### config.mk
export PLATFORM = sky130hd
export DESIGN_NAME = uart_tx_port
export DESIGN_NICKNAME = d
export VERILOG_FILES = /design/src/rtl/mmio_pkg.sv /design/src/rtl/uart_tx_port.sv
export SDC_FILE = /design/constraint.sdc
export NUM_CORES = 1
export LEC_CHECK = 0
export ABC_AREA = 1
export BUFFER_PORTS_ARGS = -buffer_cell sky130_fd_sc_hd__buf_4
export CAP_MARGIN = 20
export CORE_MARGIN = 2
export CORE_UTILIZATION = 30
export CTS_CLUSTER_SIZE = 14
export DETAILED_ROUTE_END_ITERATION = 8
export GPL_ROUTABILITY_DRIVEN = 0
export PLACE_DENSITY = 0.73
export SLEW_MARGIN = 20
export SYNTH_ARGS = -nofsm -noshare
export SYNTH_HDL_FRONTEND = slang
export SYNTH_SLANG_ARGS = --single-unit
### constraint.sdc
create_clock -name clk -period 3.7 [get_ports clk]
set_input_delay 0.74 -clock clk [delete_from_list [all_inputs] [get_ports clk]]
set_output_delay 0.74 -clock clk [all_outputs]
set_load 0.01 [all_outputs]
### src/rtl/mmio_pkg.sv
`default_nettype none

package mmio_pkg;

    // data memory geometry
    localparam int mem_words      = 1024;
    localparam int mem_index_bits = 10;

    // address map, one word per uart register
    localparam logic [31:0] uart_tx_base = 32'hf000_0000;
    localparam logic [31:0] uart_rx_base = 32'hf000_0010;
    localparam logic [31:0] mtimer_base  = 32'hf000_0100;
    localparam logic [31:0] mtimer_last  = 32'hf000_010f;

    // uart bit timing
    localparam int clks_per_bit = 8;
    localparam int baud_bits    = $clog2(clks_per_bit);

    // last count of a full bit and of half a bit
    localparam logic [baud_bits-1:0] baud_last = baud_bits'(clks_per_bit - 1);
    localparam logic [baud_bits-1:0] baud_half = baud_bits'(clks_per_bit / 2 - 1);

    typedef enum logic [1:0] {
        mem,
        utx,
        urx,
        tmr
    } target_t;

    // command from the master, start travels beside it
    typedef struct packed {
        logic        write;
        logic [31:0] addr;
        logic [31:0] wdata;
    } bus_req_t;

    typedef struct packed {
        logic        ready;
        logic [31:0] rdata;
        logic        rdata_valid;
    } bus_rsp_t;

endpackage

`default_nettype wire

### src/rtl/uart_tx_port.sv
`timescale 1ns/1ns
`default_nettype none

module uart_tx_port (
    input  wire                     clk,
    input  wire                     rst_n,
    input  wire                     start,
    input  wire mmio_pkg::bus_req_t req,
    output mmio_pkg::bus_rsp_t      rsp,
    output logic                    txd
);

    logic                          busy_q;
    logic [9:0]                    shift_q;
    logic [mmio_pkg::baud_bits-1:0] baud_cnt_q;
    logic [3:0]                    bit_cnt_q;
    logic                          rvalid_q;
    logic [31:0]                   rdata_q;
    logic                          accept;

    assign accept = start && !busy_q;

    always_ff @(posedge clk or negedge rst_n) begin
        if (!rst_n) begin
            busy_q     <= 1'b0;
            shift_q    <= '1;
            baud_cnt_q <= '0;
            bit_cnt_q  <= '0;
            rvalid_q   <= 1'b0;
        end else begin
            rvalid_q <= accept && !req.write;
            if (!busy_q) begin
                if (accept && req.write) begin
                    // stop bit, data lsb first, start bit
                    busy_q     <= 1'b1;
                    shift_q    <= {1'b1, req.wdata[7:0], 1'b0};
                    baud_cnt_q <= '0;
                    bit_cnt_q  <= '0;
                end
            end else if (baud_cnt_q == mmio_pkg::baud_last) begin
                baud_cnt_q <= '0;
                shift_q    <= {1'b1, shift_q[9:1]};
                if (bit_cnt_q == 4'd9) begin
                    // stop bit done
                    busy_q <= 1'b0;
                end else begin
                    bit_cnt_q <= bit_cnt_q + 4'd1;
                end
            end else begin
                baud_cnt_q <= baud_cnt_q + 1'b1;
            end
        end
    end

    // status read, busy in bit 0
    always_ff @(posedge clk) begin
        if (accept && !req.write) begin
            rdata_q <= {31'b0, busy_q};
        end
    end

    // line idles high since the register fills with ones
    assign txd = shift_q[0];

    assign rsp = '{ready: !busy_q, rdata: rdata_q, rdata_valid: rvalid_q};

endmodule

`default_nettype wire

==> metrics.yaml <==
outcome:
  outcome: "finished clean"
detailed_routing:
  routed-via-count: 806
  drt_first_pass_iters: 3
  avgViaCountPerCell: 3.97
  postRouteAntennaNets: 0
  wl_per_cell_um: 9.14
  drcViolationCount: 0
  postRouteWirelength_mm: 1.86
  drt_iter0_drc: 41
synthesis:
  syn_inst: 142
  yosys.cell_types.count: 24
  synth_area_sq_um: 1190
  ys_ff_latch: 19
  yosysSeqAreaShare_pct: 41.2
  yosys_warnings: 0
  postSynthAreaPerCell_sq_um: 8.41
global_route:
  grt_max_degree: 19
  grt_pass1_wl_mm: 3.08
  overflow: 0
  first_global_vias: 708
  grt_usage_pct: 9.24
  grt_antenna_before_repair: 0
power:
  ir_drop_uv: 115
  cellLeakagePower_uw: 0.000649
  power_density_nw_per_um2: 306
sta:
  report.final.hold_viol_count: 0
  tns_ps: 0
  min_period_ps: 2070
  fmax_ghz: 0.482
  finalSetupViolCount: 0
  finalCritPeriodShare_pct: 56.0
  worst_slack_ps: 1630
  rsz0062_at_grt: "false"
  clock_skew_ps: 3.28
  slew_viol_final: 0
setup_path:
  end_kind: "output pin"
  crit_family: "flip-flops"
  cp_slowest_cell: "dfrtp_1"
  crit_type: "register to output pin"
  cp_slowest_stage_delay_ps: 650
  cp_num_buf_inv: 2
  worstPathCellList: "inv_2 > buf_4"
  critPathLaunchType: "register"
  crit_fanout: 17
  cp.required_ps: 2960
  arrival_ps: 1330
clock_network:
  cts_setup_buffers: 0
  clock-sinks: 19
  path_clk_slew_ps: 80
  htreeDepth: 1
  tritoncts: "built"
  worstSkewPairLatency_ps: 260
  cts.path.max_buffers: 2
  cts_hold_buf: 0
  cts_resized: 0
  clock-root-buffer: "clkbuf_8"
  cts_buffers: 3
floorplan:
  rows: 22
  die_w_um: 67.1
  ios: 103
  core-area_sq_um: 3740
  start_util_pct: 31.9
  dieHeight_um: 67.1
  die_area_sq_um: 4500
final_layout:
  layout-drive-gt1-share_pct: 21.3
  nFillCells: 399
  n_antenna_cell: 0
  final_net_count: 228
  layout-area-overhead-vs-synth_pct: 5.56
flow_run:
  drv_cap: 0
placement:
  pre_cts_ws_ps: 1900
  io_buffers: 15
  dp_hpwl_mm: 1.37
worst_hold_path:
  hp-class: "input pin to async pin"
## cell usage in the layout (no fill, tap or decap), drive strengths merged
cell type,n
a22o,1
nand2,30
ha,4
nor2,8
edfxtp,1
a21oi,2
nand4,1
nand3,8
conb,31
inv,8
or2,7
clkbuf,3
dfrtp,9
clkinvlp,1
dfstp,9
o21ai,16
buf,15
xnor2,1
## report_power, final
part	leakage, uW	switching, uW	total (uW)	internal, uW
clock	0.0000217	73.0	149	76.0
sequential	0.000205	0	209	209
combinational	0.000422	19.8	27.1	7.32
total	0.000649	92.8	385	293
## per-stage QoR
| step | cell area [sq um] | total power, uW | instances | util [%] | hold WS (ps) |
|---|---|---|---|---|---|
| after floorplan | 1310 | 251 | 172 | - | 444 |
| after global placement | 1210 | 240 | 199 | 32.4 | 455 |
| after detailed placement | 1210 | 240 | 199 | 32.4 | 466 |
| after CTS | 1260 | 391 | 203 | 33.7 | 334 |
| after global routing | 1260 | 402 | 203 | 33.7 | 343 |
| final | 1260 | 385 | 203 | 33.7 | 331 |
## worst reg2reg max path: cells and delay by family (launching register included)
kind / cells / cell delay [ps]
flip-flops: 1 / 650
buffers and inverters: 1 / 220
AND/OR/NAND/NOR: 5 / 620
## Yosys cell counts
cell	instances	area (sq um)
conb_1	1	3.75
o21ai_0	15	75.1
nor2_1	8	30.0
xnor2_1	1	8.76
buf_4	33	248
or2_1	2	12.5
dfrtp_1	9	225
or2_0	4	25.0
a21oi_1	2	10.0
nand3_1	6	30.0
ha_1	4	50.1
or2_2	1	6.26
nand2_1	30	113
edfxtp_1	1	30.0
dfstp_2	9	236
clkbuf_1	1	3.75
nand4_1	1	6.26
buf_6	1	11.3
a22o_1	1	8.76
inv_1	6	22.5
o21ai_1	1	5.00
nand3_2	2	20.0
buf_2	1	5.00
inv_2	2	7.51
## cell families (layout without fill, tap and decap cells)
logic type               count (synthesis)  in the layout  synth area share (%)
flip-flops                              19             19                  41.2
other                                    1             31                 0.314
AO/OA/AOI/OAI                           19             19                  8.28
buffers and inverters                   44             27                  24.9
adder cells (fa/ha/maj)                  4              4                  4.19
XOR/XNOR                                 1              1                 0.734
AND/OR/NAND/NOR                         54             54                  20.3
## area by class of cell
cell class              instances  area, sq um  share of cell area (%)
clock buffers                   3         41.3                    3.28
repair buffers                 15          113                    8.94
inverters                       8         30.0                    2.38
well taps                      48         60.1                    4.77
flip-flops and latches         19          492                    39.0
clock inverters                 1         7.51                   0.596
multi-input cells             109          517                    41.0
## state kept, by name, summed over array words and instances (netlist names)
name,cells
busy_q,1
bit_cnt_q,4
rvalid_q,1
rdata_q,1
baud_cnt_q,3
shift_q,9
## final timing paths
path / start / to / slack, ps / cells after the start
min in group clk: shift_q[0] / shift_q[0] / 470 / 2
hold / removal: rst_n / rvalid_q / 330 / 1
hold reg to reg: shift_q[0] / shift_q[0] / 470 / 2
max in group asynchronous: rst_n / shift_q[0] / 3120 / 1
setup reg to reg: busy_q / bit_cnt_q[3] / 2090 / 6
setup / recovery: busy_q / rsp[33] / 1630 / 2
## layer usage
metal / track usage, % / up-vias / routed length, um
met5: 0 / - / 0
met4: 5.36 / 0 / 40
met3: 2.87 / 5 / 132
met2: 13.7 / 28 / 832
met1: 11.6 / 361 / 850
li1: - / 412 / -
Power figures use the tool's default switching activity.
