## src/rtl/mmio_pkg.sv

```systemverilog
`default_nettype none

package mmio_pkg;

    // data memory geometry
    localparam int mem_words      = 1024;
    localparam int mem_index_bits = 10;

    // address map, one word per uart register
    localparam logic [31:0] uart_tx_base = 32'hf000_0000;
    localparam logic [31:0] uart_rx_base = 32'hf000_0010;
    localparam logic [31:0] mtimer_base  = 32'hf000_0100;
    localparam logic [31:0] mtimer_last  = 32'hf000_010f;

    // uart bit timing
    localparam int clks_per_bit = 8;
    localparam int baud_bits    = $clog2(clks_per_bit);

    // last count of a full bit and of half a bit
    localparam logic [baud_bits-1:0] baud_last = baud_bits'(clks_per_bit - 1);
    localparam logic [baud_bits-1:0] baud_half = baud_bits'(clks_per_bit / 2 - 1);

    typedef enum logic [1:0] {
        mem,
        utx,
        urx,
        tmr
    } target_t;

    // command from the master, start travels beside it
    typedef struct packed {
        logic        write;
        logic [31:0] addr;
        logic [31:0] wdata;
    } bus_req_t;

    typedef struct packed {
        logic        ready;
        logic [31:0] rdata;
        logic        rdata_valid;
    } bus_rsp_t;

endpackage

`default_nettype wire

```

## src/rtl/uart_rx_port.sv

```systemverilog
`timescale 1ns/1ns
`default_nettype none

module uart_rx_port (
    input  wire                     clk,
    input  wire                     rst_n,
    input  wire                     start,
    input  wire mmio_pkg::bus_req_t req,
    input  wire                     rxd,
    output mmio_pkg::bus_rsp_t      rsp
);

    logic                          sync1_q;
    logic                          sync2_q;
    logic                          prev_q;
    logic                          busy_q;
    logic [mmio_pkg::baud_bits-1:0] baud_cnt_q;
    logic [3:0]                    bit_cnt_q;
    logic [7:0]                    data_q;
    logic [7:0]                    held_q;
    logic                          valid_q;
    logic                          rvalid_q;
    logic [31:0]                   rdata_q;
    logic                          sample;
    logic                          rd;

    assign rd = start && !req.write;

    // start bit waits half a bit, the rest a full bit
    assign sample = busy_q && ((bit_cnt_q == 4'd0) ? (baud_cnt_q == mmio_pkg::baud_half)
                                                   : (baud_cnt_q == mmio_pkg::baud_last));

    always_ff @(posedge clk or negedge rst_n) begin
        if (!rst_n) begin
            sync1_q    <= 1'b1;
            sync2_q    <= 1'b1;
            prev_q     <= 1'b1;
            busy_q     <= 1'b0;
            baud_cnt_q <= '0;
            bit_cnt_q  <= '0;
            valid_q    <= 1'b0;
            rvalid_q   <= 1'b0;
        end else begin
            sync1_q  <= rxd;
            sync2_q  <= sync1_q;
            prev_q   <= sync2_q;
            rvalid_q <= rd;
            if (rd) begin
                valid_q <= 1'b0;
            end
            if (!busy_q) begin
                // falling edge opens a frame
                if (prev_q && !sync2_q) begin
                    busy_q     <= 1'b1;
                    baud_cnt_q <= '0;
                    bit_cnt_q  <= '0;
                end
            end else if (sample) begin
                baud_cnt_q <= '0;
                bit_cnt_q  <= bit_cnt_q + 4'd1;
                if (bit_cnt_q == 4'd0 && sync2_q) begin
                    // glitch, not a start bit
                    busy_q <= 1'b0;
                end else if (bit_cnt_q == 4'd9) begin
                    busy_q <= 1'b0;
                    if (sync2_q) begin
                        valid_q <= 1'b1;
                    end
                end
            end else begin
                baud_cnt_q <= baud_cnt_q + 1'b1;
            end
        end
    end

    // payload registers
    always_ff @(posedge clk) begin
        if (sample && bit_cnt_q >= 4'd1 && bit_cnt_q <= 4'd8) begin
            data_q <= {sync2_q, data_q[7:1]};
        end
        if (sample && bit_cnt_q == 4'd9 && sync2_q) begin
            held_q <= data_q;
        end
        if (rd) begin
            rdata_q <= {23'b0, valid_q, held_q};
        end
    end

    assign rsp = '{ready: 1'b1, rdata: rdata_q, rdata_valid: rvalid_q};

endmodule

`default_nettype wire

```

## config.mk

```make
export PLATFORM = sky130hd
export DESIGN_NAME = uart_rx_port
export DESIGN_NICKNAME = d
export VERILOG_FILES = /design/src/rtl/mmio_pkg.sv /design/src/rtl/uart_rx_port.sv
export SDC_FILE = /design/constraint.sdc
export NUM_CORES = 1
export LEC_CHECK = 0
export ABC_AREA = 1
export BUFFER_PORTS_ARGS = -buffer_cell sky130_fd_sc_hd__buf_2
export CAP_MARGIN = 25
export CORE_MARGIN = 1
export CORE_UTILIZATION = 36
export DETAILED_ROUTE_END_ITERATION = 6
export PLACE_DENSITY = 0.68
export SETUP_SLACK_MARGIN = 0.15
export SLEW_MARGIN = 20
export SYNTH_ARGS = -nofsm -noshare
export SYNTH_HDL_FRONTEND = slang
export SYNTH_SLANG_ARGS = --single-unit
```

## constraint.sdc

```tcl
create_clock -name clk -period 2.2 [get_ports clk]
set_input_delay 0.22 -clock clk [delete_from_list [all_inputs] [get_ports clk]]
set_output_delay 0.22 -clock clk [all_outputs]
set_load 0.05 [all_outputs]
```

==> impl_metrics.json <==
{
  "numCtsBuffers": 5,
  "finalHoldViolations": 0,
  "top_layer_used": "met4",
  "finalSetupTns_ns": 0,
  "nFillCells": 409,
  "fin_crit_ns": 1.76,
  "cts_max_level": 2,
  "yosys.area_share.simple": 0.125,
  "die_area_mm2": 0.00479,
  "fp.dieH_um": 69.2,
  "critPathLaunch": "bit_cnt_q[0]",
  "worst_slack_ns": 0.442,
  "stdcell_count": 203,
  "maxCapViolations": 0,
  "cts_tree": "built",
  "dr_wl_met3_um": 89,
  "antenna_found_initial": 0,
  "r2r_slack_ns": 0.44,
  "hp-class": "input pin to flip-flop",
  "yosysTopAreaCellShare": 0.462,
  "synth_adder_area_share": 0.0308,
  "clockBufferDepth": 2,
  "synth_area_leaders": "edfxtp_1 (46%), dfrtp_1 (15%), buf_4 (12%)",
  "grt_pass1_wl_um": 3570,
  "diodes": 0,
  "wl_per_cell_um": 10.2,
  "status": "complete, no violations",
  "wirelength_um": 2070,
  "worstSetupEndpoint": "data_q[5]",
  "cp_num_buf_inv": 2,
  "dp_cells": 194,
  "reg2reg_to": "data_q[5]",
  "layout-drive-gt1-share": 0.225,
  "ioPinCount": 103,
  "cp-start-kind": "flip-flop",
  "grt_start_max_net_pins": 14,
  "numPortBuffers": 14,
  "synth_top_cell_by_area": "edfxtp_1",
  "cts_root_buffer": "clkbuf_8",
  "cts.sinks": 38,
  "power_leakage_uw": 0.000767,
  "ys_seq_area_frac": 0.664,
  "row_count": 24,
  "ir_drop_v": 0.000504,
  "synth-compound-area-share": 0.0292,
  "synth_cells": 129,
  "finalCritPeriodShare": 0.799,
  "syn_to_final_growth_pct": 8.62,
  "vias": 853,
  "met1_length_um": 1050,
  "gr-usage-all-layers": 0.0967,
  "hold_depth": 1,
  "worst-path-stages": 6,
  "holdWs_ns": 0.0373,
  "crit_chain": "inv_1, ha_1, nand3_1, nand4_4, nor3_2, buf_4",
  "via_per_inst": 4.20,
  "initial_core_util": 0.374,
  "setup_viol": 0,
  "seqCellArea_mm2": 0.00108,
  "yosys.area_share.xor_xnor": 0.00538,
  "syn_avg_cell_area_um2": 12.6,
  "hpwl_um": 1480,
  "cp-end-kind": "flip-flop",
  "first_iter_violations": 32,
  "postCtsHoldBufs": 1,
  "path_clk_slew_ns": 0.07,
  "syn_area_mm2": 0.00163,
  "multiInputGateArea_um2": 400,
  "drc": 0,
  "place_ws_ns": 0.431,
  "synthDistinctLibCells": 23,
  "grt_overflow_total": 0,
  "relSlewSlack": 0.475,
  "synth_mux_area_frac": 0,
  "synth_seq_cells": 38,
  "slowest_delay_ns": 0.43,
  "drtPass1Iterations": 4,
  "gp_congestion": 0.814,
  "wl_met2_um": 907,
  "final.setup_skew_ns": 0.00834,
  "rsz0062_at_grt": "no",
  "grt_pass1_vias": 781,
  "final_nets": 223,
  "path_delay_family": "simple AND/OR/NAND/NOR gates",
  "synth_top_family_by_area": "buffers and inverters",
  "cp_data_required_time_ns": 2.18,
  "ant_nets": 0,
  "die_w_um": 69.2,
  "cts_setup_buffers": 0,
  "clk_latency_ns": 0.28,
  "rr_startpoint": "bit_cnt_q[0]",
  "slew_violations": 0,
  "reg2regPathDepth": 6,
  "power_density_mw_per_mm2": 1140,
  "ys_warn_count": 0,
  "cp_slowest_cell": "dfrtp_1",
  "cts_resized": 0,
  "clock.fmax_ghz": 0.569,
  "crit_fanout": 9,
  "tightestPinTransition_ns": 0.785,
  "arrival_ns": 1.74,
  "crit_type": "flip-flop to flip-flop",
  "core-area_mm2": 0.00435
}
metrics by stage:
stage | utilization | cell area, um2 | power (uW)
3_5_place_dp | 0.384 | 1670 | 1590
5_1_grt | 0.406 | 1770 | 2150
4_1_cts | 0.406 | 1770 | 2040
2_1_floorplan | - | 1710 | 1500
3_3_place_gp | 0.384 | 1670 | 1570
6_report | 0.406 | 1770 | 2010
power breakdown:
| group | leakage, uW | switching (uW) | internal, uW |
|---|---|---|---|
| Sequential | 0.000385 | 101 | 900 |
| Combinational | 0.000341 | 397 | 177 |
| Clock | 0.0000416 | 222 | 217 |
cell usage after synthesis, drive strengths merged:
cell type  instances
buf               25
o21ai              5
xnor2              1
inv               11
ha                 4
o22ai              1
nand2             16
nor2               8
nor3               1
a21boi             1
nand4              3
edfxtp            25
conb               2
dfrtp             10
dfstp              3
a21oi              1
nand3             12
flip-flops by register name, indices dropped and copies added (netlist names):
register    flops
prev_q          1
rdata_q         9
sync1_q         1
held_q          8
sync2_q         1
bit_cnt_q       4
data_q          8
busy_q          1
baud_cnt_q      3
valid_q         1
rvalid_q        1
how the worst min path moves through the flow:
stage | to | start | slack [ns]
after detailed placement | bit_cnt_q[0] | rst_n | 0.13
after floorplan | baud_cnt_q[0] | rst_n | -0.08
after CTS | sync1_q | rxd | 0.03
final | sync1_q | rxd | 0.04
after global placement | bit_cnt_q[0] | rst_n | 0.13
after global routing | sync1_q | rxd | 0.02
metal layers:
layer,vias to the layer above,track usage
met1,398,0.128
met5,-,0
met3,2,0.0392
met4,0,0.0340
li1,423,-
met2,30,0.143
cells by family after synthesis:
| group | after synthesis |
|---|---|
| other | 2 |
| AOI/OAI and AO/OA | 8 |
| adders and majority gates | 4 |
| DFF | 38 |
| and+or+nand+nor | 40 |
| buffers and inverters | 36 |
| xor gates and xnor gates | 1 |
cell usage in the layout (no fill, tap or decap), types with 2 or more instances in the layout:
master	instances
inv_1	10
clkbuf_8	5
dfstp_2	3
nand2_2	3
nand3_1	12
edfxtp_1	25
conb_1	24
ha_1	4
nand2_1	13
dfrtp_1	10
nand4_1	2
buf_4	2
nor2_1	7
o21ai_0	3
buf_2	14
cell type report:
cell class,instances,share of cell area
clock buffer,5,0.0390
multi-input combinational,77,0.227
sequential,38,0.611
timing repair buffer,17,0.0538
inverter,11,0.0234
clock inverter,3,0.00921
tap,52,0.0368
(Power assumes the default switching activity.)
