`src/rtl/mmio_pkg.sv`:
```
`default_nettype none

package mmio_pkg;

    // data memory geometry
    localparam int mem_words      = 1024;
    localparam int mem_index_bits = 10;

    // address map, one word per uart register
    localparam logic [31:0] uart_tx_base = 32'hf000_0000;
    localparam logic [31:0] uart_rx_base = 32'hf000_0010;
    localparam logic [31:0] mtimer_base  = 32'hf000_0100;
    localparam logic [31:0] mtimer_last  = 32'hf000_010f;

    // uart bit timing
    localparam int clks_per_bit = 8;
    localparam int baud_bits    = $clog2(clks_per_bit);

    // last count of a full bit and of half a bit
    localparam logic [baud_bits-1:0] baud_last = baud_bits'(clks_per_bit - 1);
    localparam logic [baud_bits-1:0] baud_half = baud_bits'(clks_per_bit / 2 - 1);

    typedef enum logic [1:0] {
        mem,
        utx,
        urx,
        tmr
    } target_t;

    // command from the master, start travels beside it
    typedef struct packed {
        logic        write;
        logic [31:0] addr;
        logic [31:0] wdata;
    } bus_req_t;

    typedef struct packed {
        logic        ready;
        logic [31:0] rdata;
        logic        rdata_valid;
    } bus_rsp_t;

endpackage

`default_nettype wire

```
`src/rtl/mmio_decoder.sv`:
```
`timescale 1ns/1ns
`default_nettype none

module mmio_decoder (
    input  wire                 clk,
    input  wire                 rst_n,
    input  wire                 start,
    input  wire mmio_pkg::bus_req_t req,
    output mmio_pkg::bus_rsp_t  rsp,

    output logic                mem_start,
    output mmio_pkg::bus_req_t  mem_req,
    input  wire mmio_pkg::bus_rsp_t mem_rsp,

    output logic                utx_start,
    output mmio_pkg::bus_req_t  utx_req,
    input  wire mmio_pkg::bus_rsp_t utx_rsp,

    output logic                urx_start,
    output mmio_pkg::bus_req_t  urx_req,
    input  wire mmio_pkg::bus_rsp_t urx_rsp,

    output logic                tmr_start,
    output mmio_pkg::bus_req_t  tmr_req,
    input  wire mmio_pkg::bus_rsp_t tmr_rsp
);

    logic               is_utx;
    logic               is_urx;
    logic               is_tmr;
    mmio_pkg::target_t  hit_tgt;
    mmio_pkg::target_t  sel_q;

    // single-word uart windows only need the upper address bits
    assign is_utx = (req.addr[31:2] == mmio_pkg::uart_tx_base[31:2]);
    assign is_urx = (req.addr[31:2] == mmio_pkg::uart_rx_base[31:2]);
    assign is_tmr = (req.addr >= mmio_pkg::mtimer_base) &&
                    (req.addr <= mmio_pkg::mtimer_last);

    always_comb begin
        if (is_utx) begin
            hit_tgt = mmio_pkg::utx;
        end else if (is_urx) begin
            hit_tgt = mmio_pkg::urx;
        end else if (is_tmr) begin
            hit_tgt = mmio_pkg::tmr;
        end else begin
            // everything else lands in memory and wraps
            hit_tgt = mmio_pkg::mem;
        end
    end

    assign mem_start = start && (hit_tgt == mmio_pkg::mem);
    assign utx_start = start && (hit_tgt == mmio_pkg::utx);
    assign urx_start = start && (hit_tgt == mmio_pkg::urx);
    assign tmr_start = start && (hit_tgt == mmio_pkg::tmr);

    // rebased copies of the request
    assign mem_req = req;
    assign utx_req = '{write: req.write, addr: req.addr - mmio_pkg::uart_tx_base,
                       wdata: req.wdata};
    assign urx_req = '{write: req.write, addr: req.addr - mmio_pkg::uart_rx_base,
                       wdata: req.wdata};
    assign tmr_req = '{write: req.write, addr: req.addr - mmio_pkg::mtimer_base,
                       wdata: req.wdata};

    // remember who took the last command
    always_ff @(posedge clk or negedge rst_n) begin
        if (!rst_n) begin
            sel_q <= mmio_pkg::mem;
        end else if (start && rsp.ready) begin
            sel_q <= hit_tgt;
        end
    end

    // response follows the registered target, not the live address
    always_comb begin
        unique case (sel_q)
            mmio_pkg::utx: rsp = utx_rsp;
            mmio_pkg::urx: rsp = urx_rsp;
            mmio_pkg::tmr: rsp = tmr_rsp;
            default:       rsp = mem_rsp;
        endcase
    end

endmodule

`default_nettype wire

```
`config.mk`:
```
export PLATFORM = sky130hd
export DESIGN_NAME = mmio_decoder
export DESIGN_NICKNAME = d
export VERILOG_FILES = /design/src/rtl/mmio_pkg.sv /design/src/rtl/mmio_decoder.sv
export SDC_FILE = /design/constraint.sdc
export NUM_CORES = 1
export LEC_CHECK = 0
export BUFFER_PORTS_ARGS = -buffer_cell sky130_fd_sc_hd__buf_2
export CAP_MARGIN = 20
export CELL_PAD_IN_SITES_DETAIL_PLACEMENT = 1
export CELL_PAD_IN_SITES_GLOBAL_PLACEMENT = 1
export CORE_AREA = 5 5 194 196
export DETAILED_ROUTE_END_ITERATION = 7
export DIE_AREA = 0 0 199 201
export PLACE_DENSITY_LB_ADDON = 0.1
export SLEW_MARGIN = 25
export SYNTH_ARGS = -nofsm -noshare
export SYNTH_HDL_FRONTEND = slang
export SYNTH_SLANG_ARGS = --single-unit
```
`constraint.sdc`:
```
create_clock -name clk -period 3.05 [get_ports clk]
set_input_delay 0.61 -clock clk [delete_from_list [all_inputs] [get_ports clk]]
set_output_delay 0.61 -clock clk [all_outputs]
set_load 0.05 [all_outputs]
```
==> results.cfg <==
[cts]
cts_tree = yes
clock_sinks = 2
htreeDepth = 1
cts_made_buffers = 3
root_buffer = clkbuf_16
cts_buffer_depth = 2
path_clk_slew_ps = 30
insertion_delay_ps = 220

[power]
switching_share_pct = 59.0
cellPowerDensity_mw_per_mm2 = 286
cell_internal_pwr_mw = 0.734
leakagePower_nw = 2.86
max-vdd-ir-drop_mv = 0.150
combPwrFrac_pct = 85.7
p_seq_share_pct = 2.9
p_switching_mw = 1.05
pwr-share-clk_pct = 11.4

[timing]
fin_crit_ps = 3270
slew_violations = 0
fin_ws_ps = -218
slew_headroom_pct = 71.3
hold_violations = 0
rsz0062_at_grt = true
max_freq_mhz = 306
period_share_pct = 107
worst_pin_slew_ps = 430
setup_viol_count_final = 22
finalClockSkew_ps = 3.17

[yosys]
synth-xor-area-share_pct = 11.5
ys_types = 38
syn_nets = 629
synth-compound-area-share_pct = 3.18
avgSynthCellArea_sq_um = 8.35
synth_area_sq_mm = 0.00350
synth-simple-area-share_pct = 13.4
synthArstFlopShare_pct = 100
synth_top_family_by_area = buffers and inverters
ys_seq_area_share_pct = 1.43
synthAdderAreaFrac_pct = 2.15
yosysWarnings = 0
synthFlopType = dfrtp_1
synth_cells = 419
synth_seq_cells = 2
synth_edf_count = 0
synthMuxAreaShare_pct = 21.9

[setup_path]
crit_path_start_kind = input port
reg2reg_slack_ps = 1320
rr_endpoint = sel_q[1]$_DFFE_PN0P_
worstRegToRegCells = 3
worstSetupPathType = input port to output port
timing.rr.start = sel_q[1]$_DFFE_PN0P_
cp.arrival_ps = 2660
worstPathRequired_ps = 2440
cp-end-kind = output port
crit_fanout = 5

[routing]
drc = 0
drt_iter0_markers = 52
drt_pass1_iterations = 4
drt.antenna.violating_nets = 0
viasPerCell = 3.41
vias = 3721
totalWireLength_mm = 23.3
wl_per_cell_um = 21.3

[placement]
place.detailed.hpwl_mm = 21.6
place_congestion = 0.864
pre_cts_slack_ps = -334
placed_cells = 1076
port_buffers = 336

[layout]
diodes = 0
drive_gt1_share_pct = 88.5
instances_no_fill = 1092
final_common_cell = buf_2
top_regs = sel_q (2)
area_delta_synth_final_pct = 78.5
top_register = sel_q
num-fill-cells = 4236
largest_register_ffs = 2
mostFrequentLayoutCells = 294 x buf_2, 73 x buf_4, 34 x mux4_2, 34 x buf_6, 14 x nor2_1
nNetsFinal = 835

[floorplan]
core_sq_mm = 0.0359
ioPinCount = 502
initial_core_util_pct = 9.75
die-area_sq_mm = 0.0400
fp-row-count = 70
dieHeight_um = 201
die_w_um = 199

[global_routing]
grt_pass1_vias = 4135
grtUsageTotal_pct = 10.7
grt_max_degree = 27
antenna_found_initial = 12
grt_pass1_wl_mm = 31.5
overflow = 0

[min_path]
hold_class = input port to async pin

[run]
drv_cap = 0

[run_status]
outcome = finished, violations left
violations = negative setup slack
## power groups by stage
stage / Combinational, mW / Clock [mW] / Sequential (mW)
6_report: 1.53 / 0.204 / 0.0518
5_1_grt: 1.61 / 0.212 / 0.0547
4_1_cts: 1.55 / 0.208 / 0.0528
3_5_place_dp: 1.50 / 0 / 0.0529
3_3_place_gp: 1.50 / 0 / 0.0533
2_1_floorplan: 1.56 / 0 / 0.0309
## cell usage after synthesis (all sizes together), types with 2 or more instances
master | count | area share, %
a21oi | 3 | 0.43
and2 | 2 | 0.36
buf | 209 | 44
clkbuf | 12 | 1.3
dfrtp | 2 | 1.4
ha | 6 | 2.1
inv | 8 | 0.86
mux4 | 34 | 22
nand2 | 14 | 1.5
nand2b | 3 | 0.54
nand3 | 8 | 1.1
nand4 | 2 | 0.36
nor2 | 24 | 2.6
nor3 | 5 | 0.71
nor4 | 6 | 1.4
nor4b | 2 | 0.50
o211ai | 2 | 0.43
o21ai | 4 | 0.57
o31ai | 3 | 0.64
or2 | 4 | 0.79
or3b | 4 | 1.0
or4 | 7 | 1.5
xnor2 | 26 | 6.5
xor2 | 20 | 5.0
## stage by stage
stage / TNS, ps / total power [mW] / area [sq um] / util [%] / hold WS [ps]
after floorplan: -4730 / 1.59 / 4260 / - / 314
after global placement: -6260 / 1.56 / 5590 / 15.6 / 398
after detailed placement: -6900 / 1.55 / 5590 / 15.6 / 397
after CTS: -1900 / 1.81 / 6060 / 16.9 / 163
after global routing: -4070 / 1.88 / 6250 / 17.4 / 170
final: -1560 / 1.79 / 6250 / 17.4 / 166
## final cells by class
type                       count  area (sq um)  share of cell area (%)
clock buffer                   4          78.8                    1.26
inverter                       8          40.0                   0.641
multi-input combinational    188          2710                    43.4
sequential                     2          51.3                   0.821
tap                          468           586                    9.38
timing repair buffer         422          2780                    44.5
## worst max path at each step
stage,startpoint,endpoint,slack (ps)
2_1_floorplan,req[40],urx_req[56],-560
3_3_place_gp,req[41],tmr_req[56],-330
3_5_place_dp,req[41],tmr_req[56],-330
4_1_cts,req[51],urx_start,-220
5_1_grt,req[49],urx_start,-260
6_report,req[49],urx_start,-220
## critical path, stage by stage
cell and delay (ps):
buf_6 90, or4_4 530, or4b_4 550, buf_6 150, or2_4 260, nor4b_4 270, buf_12 180
## routing by layer
metal  track usage [%]  wire length (um)
met1              11.2              7830
met3              5.00              2970
met5                 0                34
met2              20.3             12200
met4             0.806               207
## repair_timing
action,4_1_cts,5_1_grt
pin swaps,29,33
hold buffers,0,0
buffers inserted,8,9
setup endpoints to repair,34,32
gates resized for setup,88,46
## cells by family after synthesis
group                    count (synthesis)
multiplexers                            34
AO/OA/AOI/OAI                           17
flip-flops                               2
adder cells (fa/ha/maj)                  6
XOR/XNOR                                46
AND/OR/NAND/NOR                         85
buffers and inverters                  229
No activity file was read; power rests on OpenSTA's default activity.
