==> src/rtl/mmio_pkg.sv <==
`default_nettype none

package mmio_pkg;

    // data memory geometry
    localparam int mem_words      = 1024;
    localparam int mem_index_bits = 10;

    // address map, one word per uart register
    localparam logic [31:0] uart_tx_base = 32'hf000_0000;
    localparam logic [31:0] uart_rx_base = 32'hf000_0010;
    localparam logic [31:0] mtimer_base  = 32'hf000_0100;
    localparam logic [31:0] mtimer_last  = 32'hf000_010f;

    // uart bit timing
    localparam int clks_per_bit = 8;
    localparam int baud_bits    = $clog2(clks_per_bit);

    // last count of a full bit and of half a bit
    localparam logic [baud_bits-1:0] baud_last = baud_bits'(clks_per_bit - 1);
    localparam logic [baud_bits-1:0] baud_half = baud_bits'(clks_per_bit / 2 - 1);

    typedef enum logic [1:0] {
        mem,
        utx,
        urx,
        tmr
    } target_t;

    // command from the master, start travels beside it
    typedef struct packed {
        logic        write;
        logic [31:0] addr;
        logic [31:0] wdata;
    } bus_req_t;

    typedef struct packed {
        logic        ready;
        logic [31:0] rdata;
        logic        rdata_valid;
    } bus_rsp_t;

endpackage

`default_nettype wire

==> src/rtl/machine_timer_regs.sv <==
`timescale 1ns/1ns
`default_nettype none

module machine_timer_regs (
    input  wire                     clk,
    input  wire                     rst_n,
    input  wire                     start,
    input  wire mmio_pkg::bus_req_t req,
    input  wire [63:0]              mtime,
    output mmio_pkg::bus_rsp_t      rsp,
    output logic                    timer_irq
);

    logic [63:0] mtimecmp_q;
    logic [31:0] rdata_q;
    logic        rvalid_q;
    logic [1:0]  word;

    // 0 mtime lo, 1 mtime hi, 2 cmp lo, 3 cmp hi
    assign word = req.addr[3:2];

    always_ff @(posedge clk or negedge rst_n) begin
        if (!rst_n) begin
            // all ones keeps the irq quiet
            mtimecmp_q <= '1;
            rvalid_q   <= 1'b0;
            timer_irq  <= 1'b0;
        end else begin
            rvalid_q  <= start && !req.write;
            timer_irq <= (mtime >= mtimecmp_q);
            if (start && req.write) begin
                case (word)
                    2'd2:    mtimecmp_q[31:0]  <= req.wdata;
                    2'd3:    mtimecmp_q[63:32] <= req.wdata;
                    default: ;
                endcase
            end
        end
    end

    always_ff @(posedge clk) begin
        if (start && !req.write) begin
            case (word)
                2'd0:    rdata_q <= mtime[31:0];
                2'd1:    rdata_q <= mtime[63:32];
                2'd2:    rdata_q <= mtimecmp_q[31:0];
                default: rdata_q <= mtimecmp_q[63:32];
            endcase
        end
    end

    assign rsp = '{ready: 1'b1, rdata: rdata_q, rdata_valid: rvalid_q};

endmodule

`default_nettype wire

==> config.mk <==
export PLATFORM = sky130hd
export DESIGN_NAME = machine_timer_regs
export DESIGN_NICKNAME = d
export VERILOG_FILES = /design/src/rtl/mmio_pkg.sv /design/src/rtl/machine_timer_regs.sv
export SDC_FILE = /design/constraint.sdc
export NUM_CORES = 1
export LEC_CHECK = 0
export BUFFER_PORTS_ARGS = -buffer_cell sky130_fd_sc_hd__buf_2
export CORE_AREA = 2 2 121 99
export DETAILED_ROUTE_END_ITERATION = 10
export DIE_AREA = 0 0 123 101
export PLACE_DENSITY_LB_ADDON = 0.25
export SLEW_MARGIN = 0
export SYNTH_ARGS = -nofsm -noshare
export SYNTH_HDL_FRONTEND = slang
export SYNTH_SLANG_ARGS = --single-unit
==> constraint.sdc <==
create_clock -name clk -period 2.53 [get_ports clk]
set_input_delay 0.1265 -clock clk [delete_from_list [all_inputs] [get_ports clk]]
set_output_delay 0.1265 -clock clk [all_outputs]
set_load 0.005 [all_outputs]
==> impl_metrics.ini, run 1 <==
[setup_path]
cp_max_fo = 3
cp-start-kind = flip-flop
critPathCaptureType = flip-flop
cp.arrival_ns = 2.62
cp.required_ns = 2.75
crit_type = flip-flop to flip-flop

[yosys]
ys_ff_latch = 98
postSynthAreaPerCell_sq_um = 13.3
synth_cells = 439
dominantRegCellSynth = dfstp_2
synth_area_sq_um = 5840
yosysUniqueCellTypes = 38
async_flop_share_pct = 67.3
synth-edff-count = 32
ys_seq_area_share_pct = 46.1
yosysWarnings = 0
syn_nets = 635

[detailed_routing]
drc_errors = 0
wl_per_cell_um = 18.6
dr.pass1.iters = 4
first_iter_violations = 192
wl_um = 13600
vias_per_cell = 5.49
routed-via-count = 4008
ant_nets = 0

[die]
die_h_um = 101
die_w_um = 123
rows = 35
core_sq_um = 11300
ios = 167
die_area_sq_um = 12400
start_util_pct = 51.7

[clock_tree]
clkTransAtPathRegs_ns = 0.07
clk-insertion-delay-late_ns = 0.35
cts_max_path_buffers = 2
htreeDepth = 3
cts_tree = built
cts-buffers-inserted = 9
root_buffer = clkbuf_16
cts_sinks = 98

[global_route]
globalRouteOverflowTotal = 0
grt_pass1_wl_um = 21200
grtUsageTotal_pct = 23.1
antenna_found_initial = 0
grt_max_degree = 33
grt_pass1_vias = 4196

[final_layout]
final_common_cell = buf_2
nNetsFinal = 773
final_cell_mix = buf_2, mux2_2, inv_1, ha_1, dfstp_2
drive_gt1_share_pct = 54.8
design_area_sq_um = 7010
diodes = 0
area_growth_syn_to_layout_pct = 20.1

[timing]
grt_setup_unrepaired = false
tns_ns = 0
clock-skew-final_ns = 0.00546
tightest_slew_ns = 0.731
post-route-period-util_pct = 95.0
setup_viol_count_final = 0
post-route-worst-setup-slack_ns = 0.127
max_freq_ghz = 0.416
final_hold_viol_count = 0
max_slew_margin_pct = 51.3
maxSlewViolCount = 0
fin_crit_ns = 2.40

[placement]
io_buffers = 135
pre_cts_slack_ns = 0.294
placed_area_sq_um = 6690
dp_hpwl_um = 9940
gp_congestion = 0.825

[outcome]
outcome = complete, no violations

[power]
ir_drop_v = 0.000390
powerDensity_nw_per_um2 = 719
leakage_nw = 3.20

[min_path]
hold_path.class = primary input to flip-flop

[job]
cap_viol_max_count = 0
==> routing by layer <==
layer / vias to the layer above / track usage, % / wire length, um
li1: 1894 / - / -
met1: 1981 / 30.2 / 5980
met4: 0 / 5.94 / 135
met5: - / 0 / 0
met3: 12 / 6.11 / 839
met2: 121 / 38.4 / 6600
==> registers in the layout, summed over array words and instances, names as in the netlist <==
register	cells
rdata_q	32
mtimecmp_q	64
rvalid_q	1
timer_irq	1
==> final timing paths <==
| check | start | slack [ns] | endpoint | cells past startpoint |
|---|---|---|---|---|
| worst max-delay path | mtimecmp_q[0] | 0.13 | timer_irq | 7 |
| worst min-delay path | req[21] | 0.02 | mtimecmp_q[21] | 2 |
| worst max register to register | mtimecmp_q[0] | 0.13 | timer_irq | 7 |
| worst min register to register | mtimecmp_q[19] | 0.63 | mtimecmp_q[19] | 1 |
| max in group asynchronous | rst_n | 1.36 | mtimecmp_q[49] | 3 |
| min in group asynchronous | rst_n | 0.38 | rvalid_q | 2 |
==> cell usage after synthesis, types with 2 or more instances <==
cell type | n | area (sq um)
mux2_2 | 64 | 721
o21a_1 | 2 | 15.0
a21o_1 | 3 | 22.5
ha_1 | 64 | 801
a21oi_1 | 23 | 115
a211oi_1 | 2 | 15.0
edfxtp_1 | 32 | 961
nand4_1 | 9 | 56.3
inv_1 | 64 | 240
mux4_2 | 32 | 721
dfrtp_1 | 2 | 50.1
buf_2 | 9 | 45.0
and4_1 | 3 | 26.3
o21ai_0 | 8 | 40.0
nand3_1 | 6 | 30.0
nor2_1 | 5 | 18.8
buf_4 | 2 | 15.0
dfstp_2 | 64 | 1680
o31ai_1 | 2 | 15.0
a221oi_1 | 3 | 26.3
clkbuf_1 | 5 | 18.8
nand2_1 | 19 | 71.3
==> worst max-delay path: stages (launching register included) <==
cell and delay (ns):
dfstp_2 0.54, ha_1 0.23, nand2b_1 0.15, a2111oi_1 0.51, o31ai_1 0.22, a31o_2 0.29, a211oi_1 0.21, o21ai_0 0.13
==> power breakdown <==
group	total [mW]	internal, mW	switching [mW]	leakage, nW
Combinational	1.32	0.696	0.621	2.05
Clock	1.45	0.867	0.580	0.148
Sequential	2.28	2.10	0.174	0.999
Total	5.04	3.67	1.37	3.20
==> stage by stage <==
step	power, mW	hold slack (ns)	cells	utilization, %
global placement	3.54	0.219	713	59.2
finish	5.04	0.0222	730	62.0
CTS	5.08	0.0114	730	62.0
floorplan	3.15	-0.169	439	-
detailed placement	3.60	0.225	713	59.2
global route	5.36	0.0117	730	62.0
==> layout make-up <==
class                      instances  area (sq um)
clock buffer                      13           240
clock inverter                     3          65.1
fill                             903          4290
inverter                          64           240
multi-input combinational        261          2830
sequential                        98          2690
tap                              148           185
timing repair buffer             143           751
==> cells by family after synthesis <==
kind of cell	share of synthesized area [%]
AO/OA/AOI/OAI	5.25
adder cells (fa/ha/maj)	13.7
buffers and inverters	5.47
flip-flops	46.1
multiplexers	24.7
other	0.0642
AND/OR/NAND/NOR	4.67
==> repair_timing <==
item / CTS / global route
hold buffers: 1 / 0
hold endpoints to repair: 2 / 0
setup endpoints to repair: 0 / 1
setup buffers: 0 / 0
gates resized for setup: 0 / 1
No activity file was read; power rests on OpenSTA's default activity.
==> run 2: changes to the inputs <==
--- a/config.mk
+++ b/config.mk
@@ -10,6 +10,7 @@
 export DETAILED_ROUTE_END_ITERATION = 10
 export DIE_AREA = 0 0 123 101
 export PLACE_DENSITY_LB_ADDON = 0.25
+export REMOVE_ABC_BUFFERS = 1
 export SLEW_MARGIN = 0
 export SYNTH_ARGS = -nofsm -noshare
 export SYNTH_HDL_FRONTEND = slang
==> run 2 against run 1 <==
Routed wire length is 1.8% lower; first-iteration DRC count shrank 14%; global-route usage decreased by 0.14 points; power decreased by 2.9%; final cell count grew 0.27%; clock power fell by 10%; via count rose by 0.27%; die area stayed put; sequential share of layout area barely moved; critical path depth up 1; final area fell by 0.11%; register-to-register slack improved by 0.07 ns; largest power group unchanged.
==> impl_metrics.ini, run 2 (synthesized netlist as in run 1, its figures left out) <==
[setup_path]
critPathCaptureType = flip-flop
cp_max_fo = 3
ff2ff_setup_slack_ns = 0.20
cp_slowest_stage_delay_ns = 0.67
cp_slowest_cell = nor4b_1
crit_chain = inv_1 -> ha_1 -> nand4_1 -> nor4b_1 -> a221oi_1 -> o21ai_0 -> a21oi_1 -> o21ai_0
cp-start-kind = flip-flop
cpMostUsedCell = o21ai_0
rr_endpoint = timer_irq
rr_worst_depth = 8
reg2reg_from = mtimecmp_q[30]
cp.required_ns = 2.81
crit_type = flip-flop to flip-flop
cp.arrival_ns = 2.61

[global_route]
globalRouteOverflowTotal = 0
grt_pass1_vias = 4260
grt_max_degree = 43
grtUsageTotal_pct = 22.9
grt_pass1_wl_um = 21200
antenna_found_initial = 0

[detailed_routing]
dr.pass1.iters = 4
wl_per_cell_um = 18.2
ant_nets = 0
routed-via-count = 4019
drc_errors = 0
wl_um = 13300
vias_per_cell = 5.49
first_iter_violations = 165

[die]
rows = 35
core_sq_um = 11300
start_util_pct = 51.7
ios = 167
die_h_um = 101
die_area_sq_um = 12400
die_w_um = 123

[final_layout]
top_regs = mtimecmp_q: 64 flops, rdata_q: 32 flops
nNetsFinal = 775
area_growth_syn_to_layout_pct = 19.9
final_common_cell = buf_2
diodes = 0
final_cell_mix = buf_2, mux2_2, inv_1, ha_1, dfstp_2
drive_gt1_share_pct = 55.3
design_area_sq_um = 7000
top_register = mtimecmp_q
largest_reg_flops = 64

[min_path]
hold_path_startpoint = req[8]
hold_end = mtimecmp_q[8]
whs_path_depth = 2
hold_path.class = primary input to flip-flop

[power]
comb_power_share_pct = 26.8
switching_share_pct = 28.1
leakage_nw = 3.20
internal_power_mw = 3.52
clock_power_share_pct = 26.5
p_seq_share_pct = 46.7
ir_drop_v = 0.000310
powerDensity_nw_per_um2 = 699
p_switching_mw = 1.38

[timing]
final_hold_viol_count = 0
setup_viol_count_final = 0
fin_crit_ns = 2.33
post-route-period-util_pct = 92.2
max_freq_ghz = 0.429
tns_ns = 0
max_slew_margin_pct = 50.3
tightest_slew_ns = 0.735
clock-skew-final_ns = 0.00703
maxSlewViolCount = 0
grt_setup_unrepaired = false

[job]
cap_viol_max_count = 0

[placement]
dp_hpwl_um = 10400
io_buffers = 135
placed_area_sq_um = 6730
gp_congestion = 0.837

[clock_tree]
root_buffer = clkbuf_16
cts_sinks = 98
ctsResizeCount = 0
clkTransAtPathRegs_ns = 0.07
cts_setup_buffers = 0
clk-insertion-delay-late_ns = 0.35
ctsHoldBuffers = 0
htreeDepth = 3
cts_tree = built
cts_max_path_buffers = 2
cts-buffers-inserted = 9

[outcome]
outcome = complete, no violations
## run 2: cell types whose count changed in the layout (fill, tap and decap cells not counted)
cell / delta
clkinv_2: +1
a2111oi_1: -1
bufinv_16: -2
dlygate4sd3_1: -1
clkbuf_1: -2
clkbuf_8: +2
a2111oi_0: +1
buf_4: +2
clkinv_1: +1
buf_12: +1
## run 2: through the flow
stage | util, % | power [mW] | hold WS, ns | setup WS, ns | instances
final | 62.0 | 4.89 | 0.0166 | 0.197 | 732
after global routing | 62.0 | 5.18 | 0.0125 | 0.0682 | 732
after detailed placement | 59.5 | 3.62 | 0.376 | 0.279 | 716
after global placement | 59.5 | 3.54 | 0.371 | 0.288 | 716
after CTS | 62.0 | 4.92 | 0.0128 | 0.262 | 732
after floorplan | - | 3.13 | -0.169 | 0.499 | 423
## run 2: worst max path at each step
stage,end,startpoint,depth (start not counted),slack (ns)
3_5_place_dp,timer_irq,mtimecmp_q[0],8,0.28
5_1_grt,timer_irq,mtimecmp_q[0],8,0.07
3_3_place_gp,timer_irq,mtimecmp_q[0],8,0.29
6_report,timer_irq,mtimecmp_q[30],8,0.20
2_1_floorplan,rdata_q[0],req[64],1,0.50
4_1_cts,timer_irq,mtimecmp_q[0],8,0.26
## run 2: per-layer routing
layer | wire length, um | track usage, %
met5 | 0 | 0
met4 | 113 | 4.63
met3 | 677 | 5.83
met2 | 6800 | 40.9
met1 | 5720 | 28.3
## run 2: critical path: cells and delay by family, from the launching register on
kind	cells	cell delay (ns)
buffers and inverters	1	0.04
adder cells (fa/ha/maj)	1	0.31
flip-flops	1	0.54
AO/OA/AOI/OAI	4	0.51
AND/OR/NAND/NOR	2	0.86
## run 2: final cells by class
| type | count | area, sq um |
|---|---|---|
| fill | 891 | 4300 |
| multi-input combinational | 261 | 2830 |
| sequential | 98 | 2690 |
| timing repair buffer | 145 | 776 |
| clock buffer | 13 | 260 |
| inverter | 64 | 240 |
| tap | 148 | 185 |
| clock inverter | 3 | 13.8 |
## run 2: power by group through the flow
stage / Combinational (mW) / Sequential (mW) / Clock [mW]
floorplan: 0.877 / 2.25 / 0
detailed placement: 1.31 / 2.31 / 0
global placement: 1.25 / 2.29 / 0
global route: 1.48 / 2.33 / 1.38
CTS: 1.32 / 2.28 / 1.32
finish: 1.31 / 2.28 / 1.30
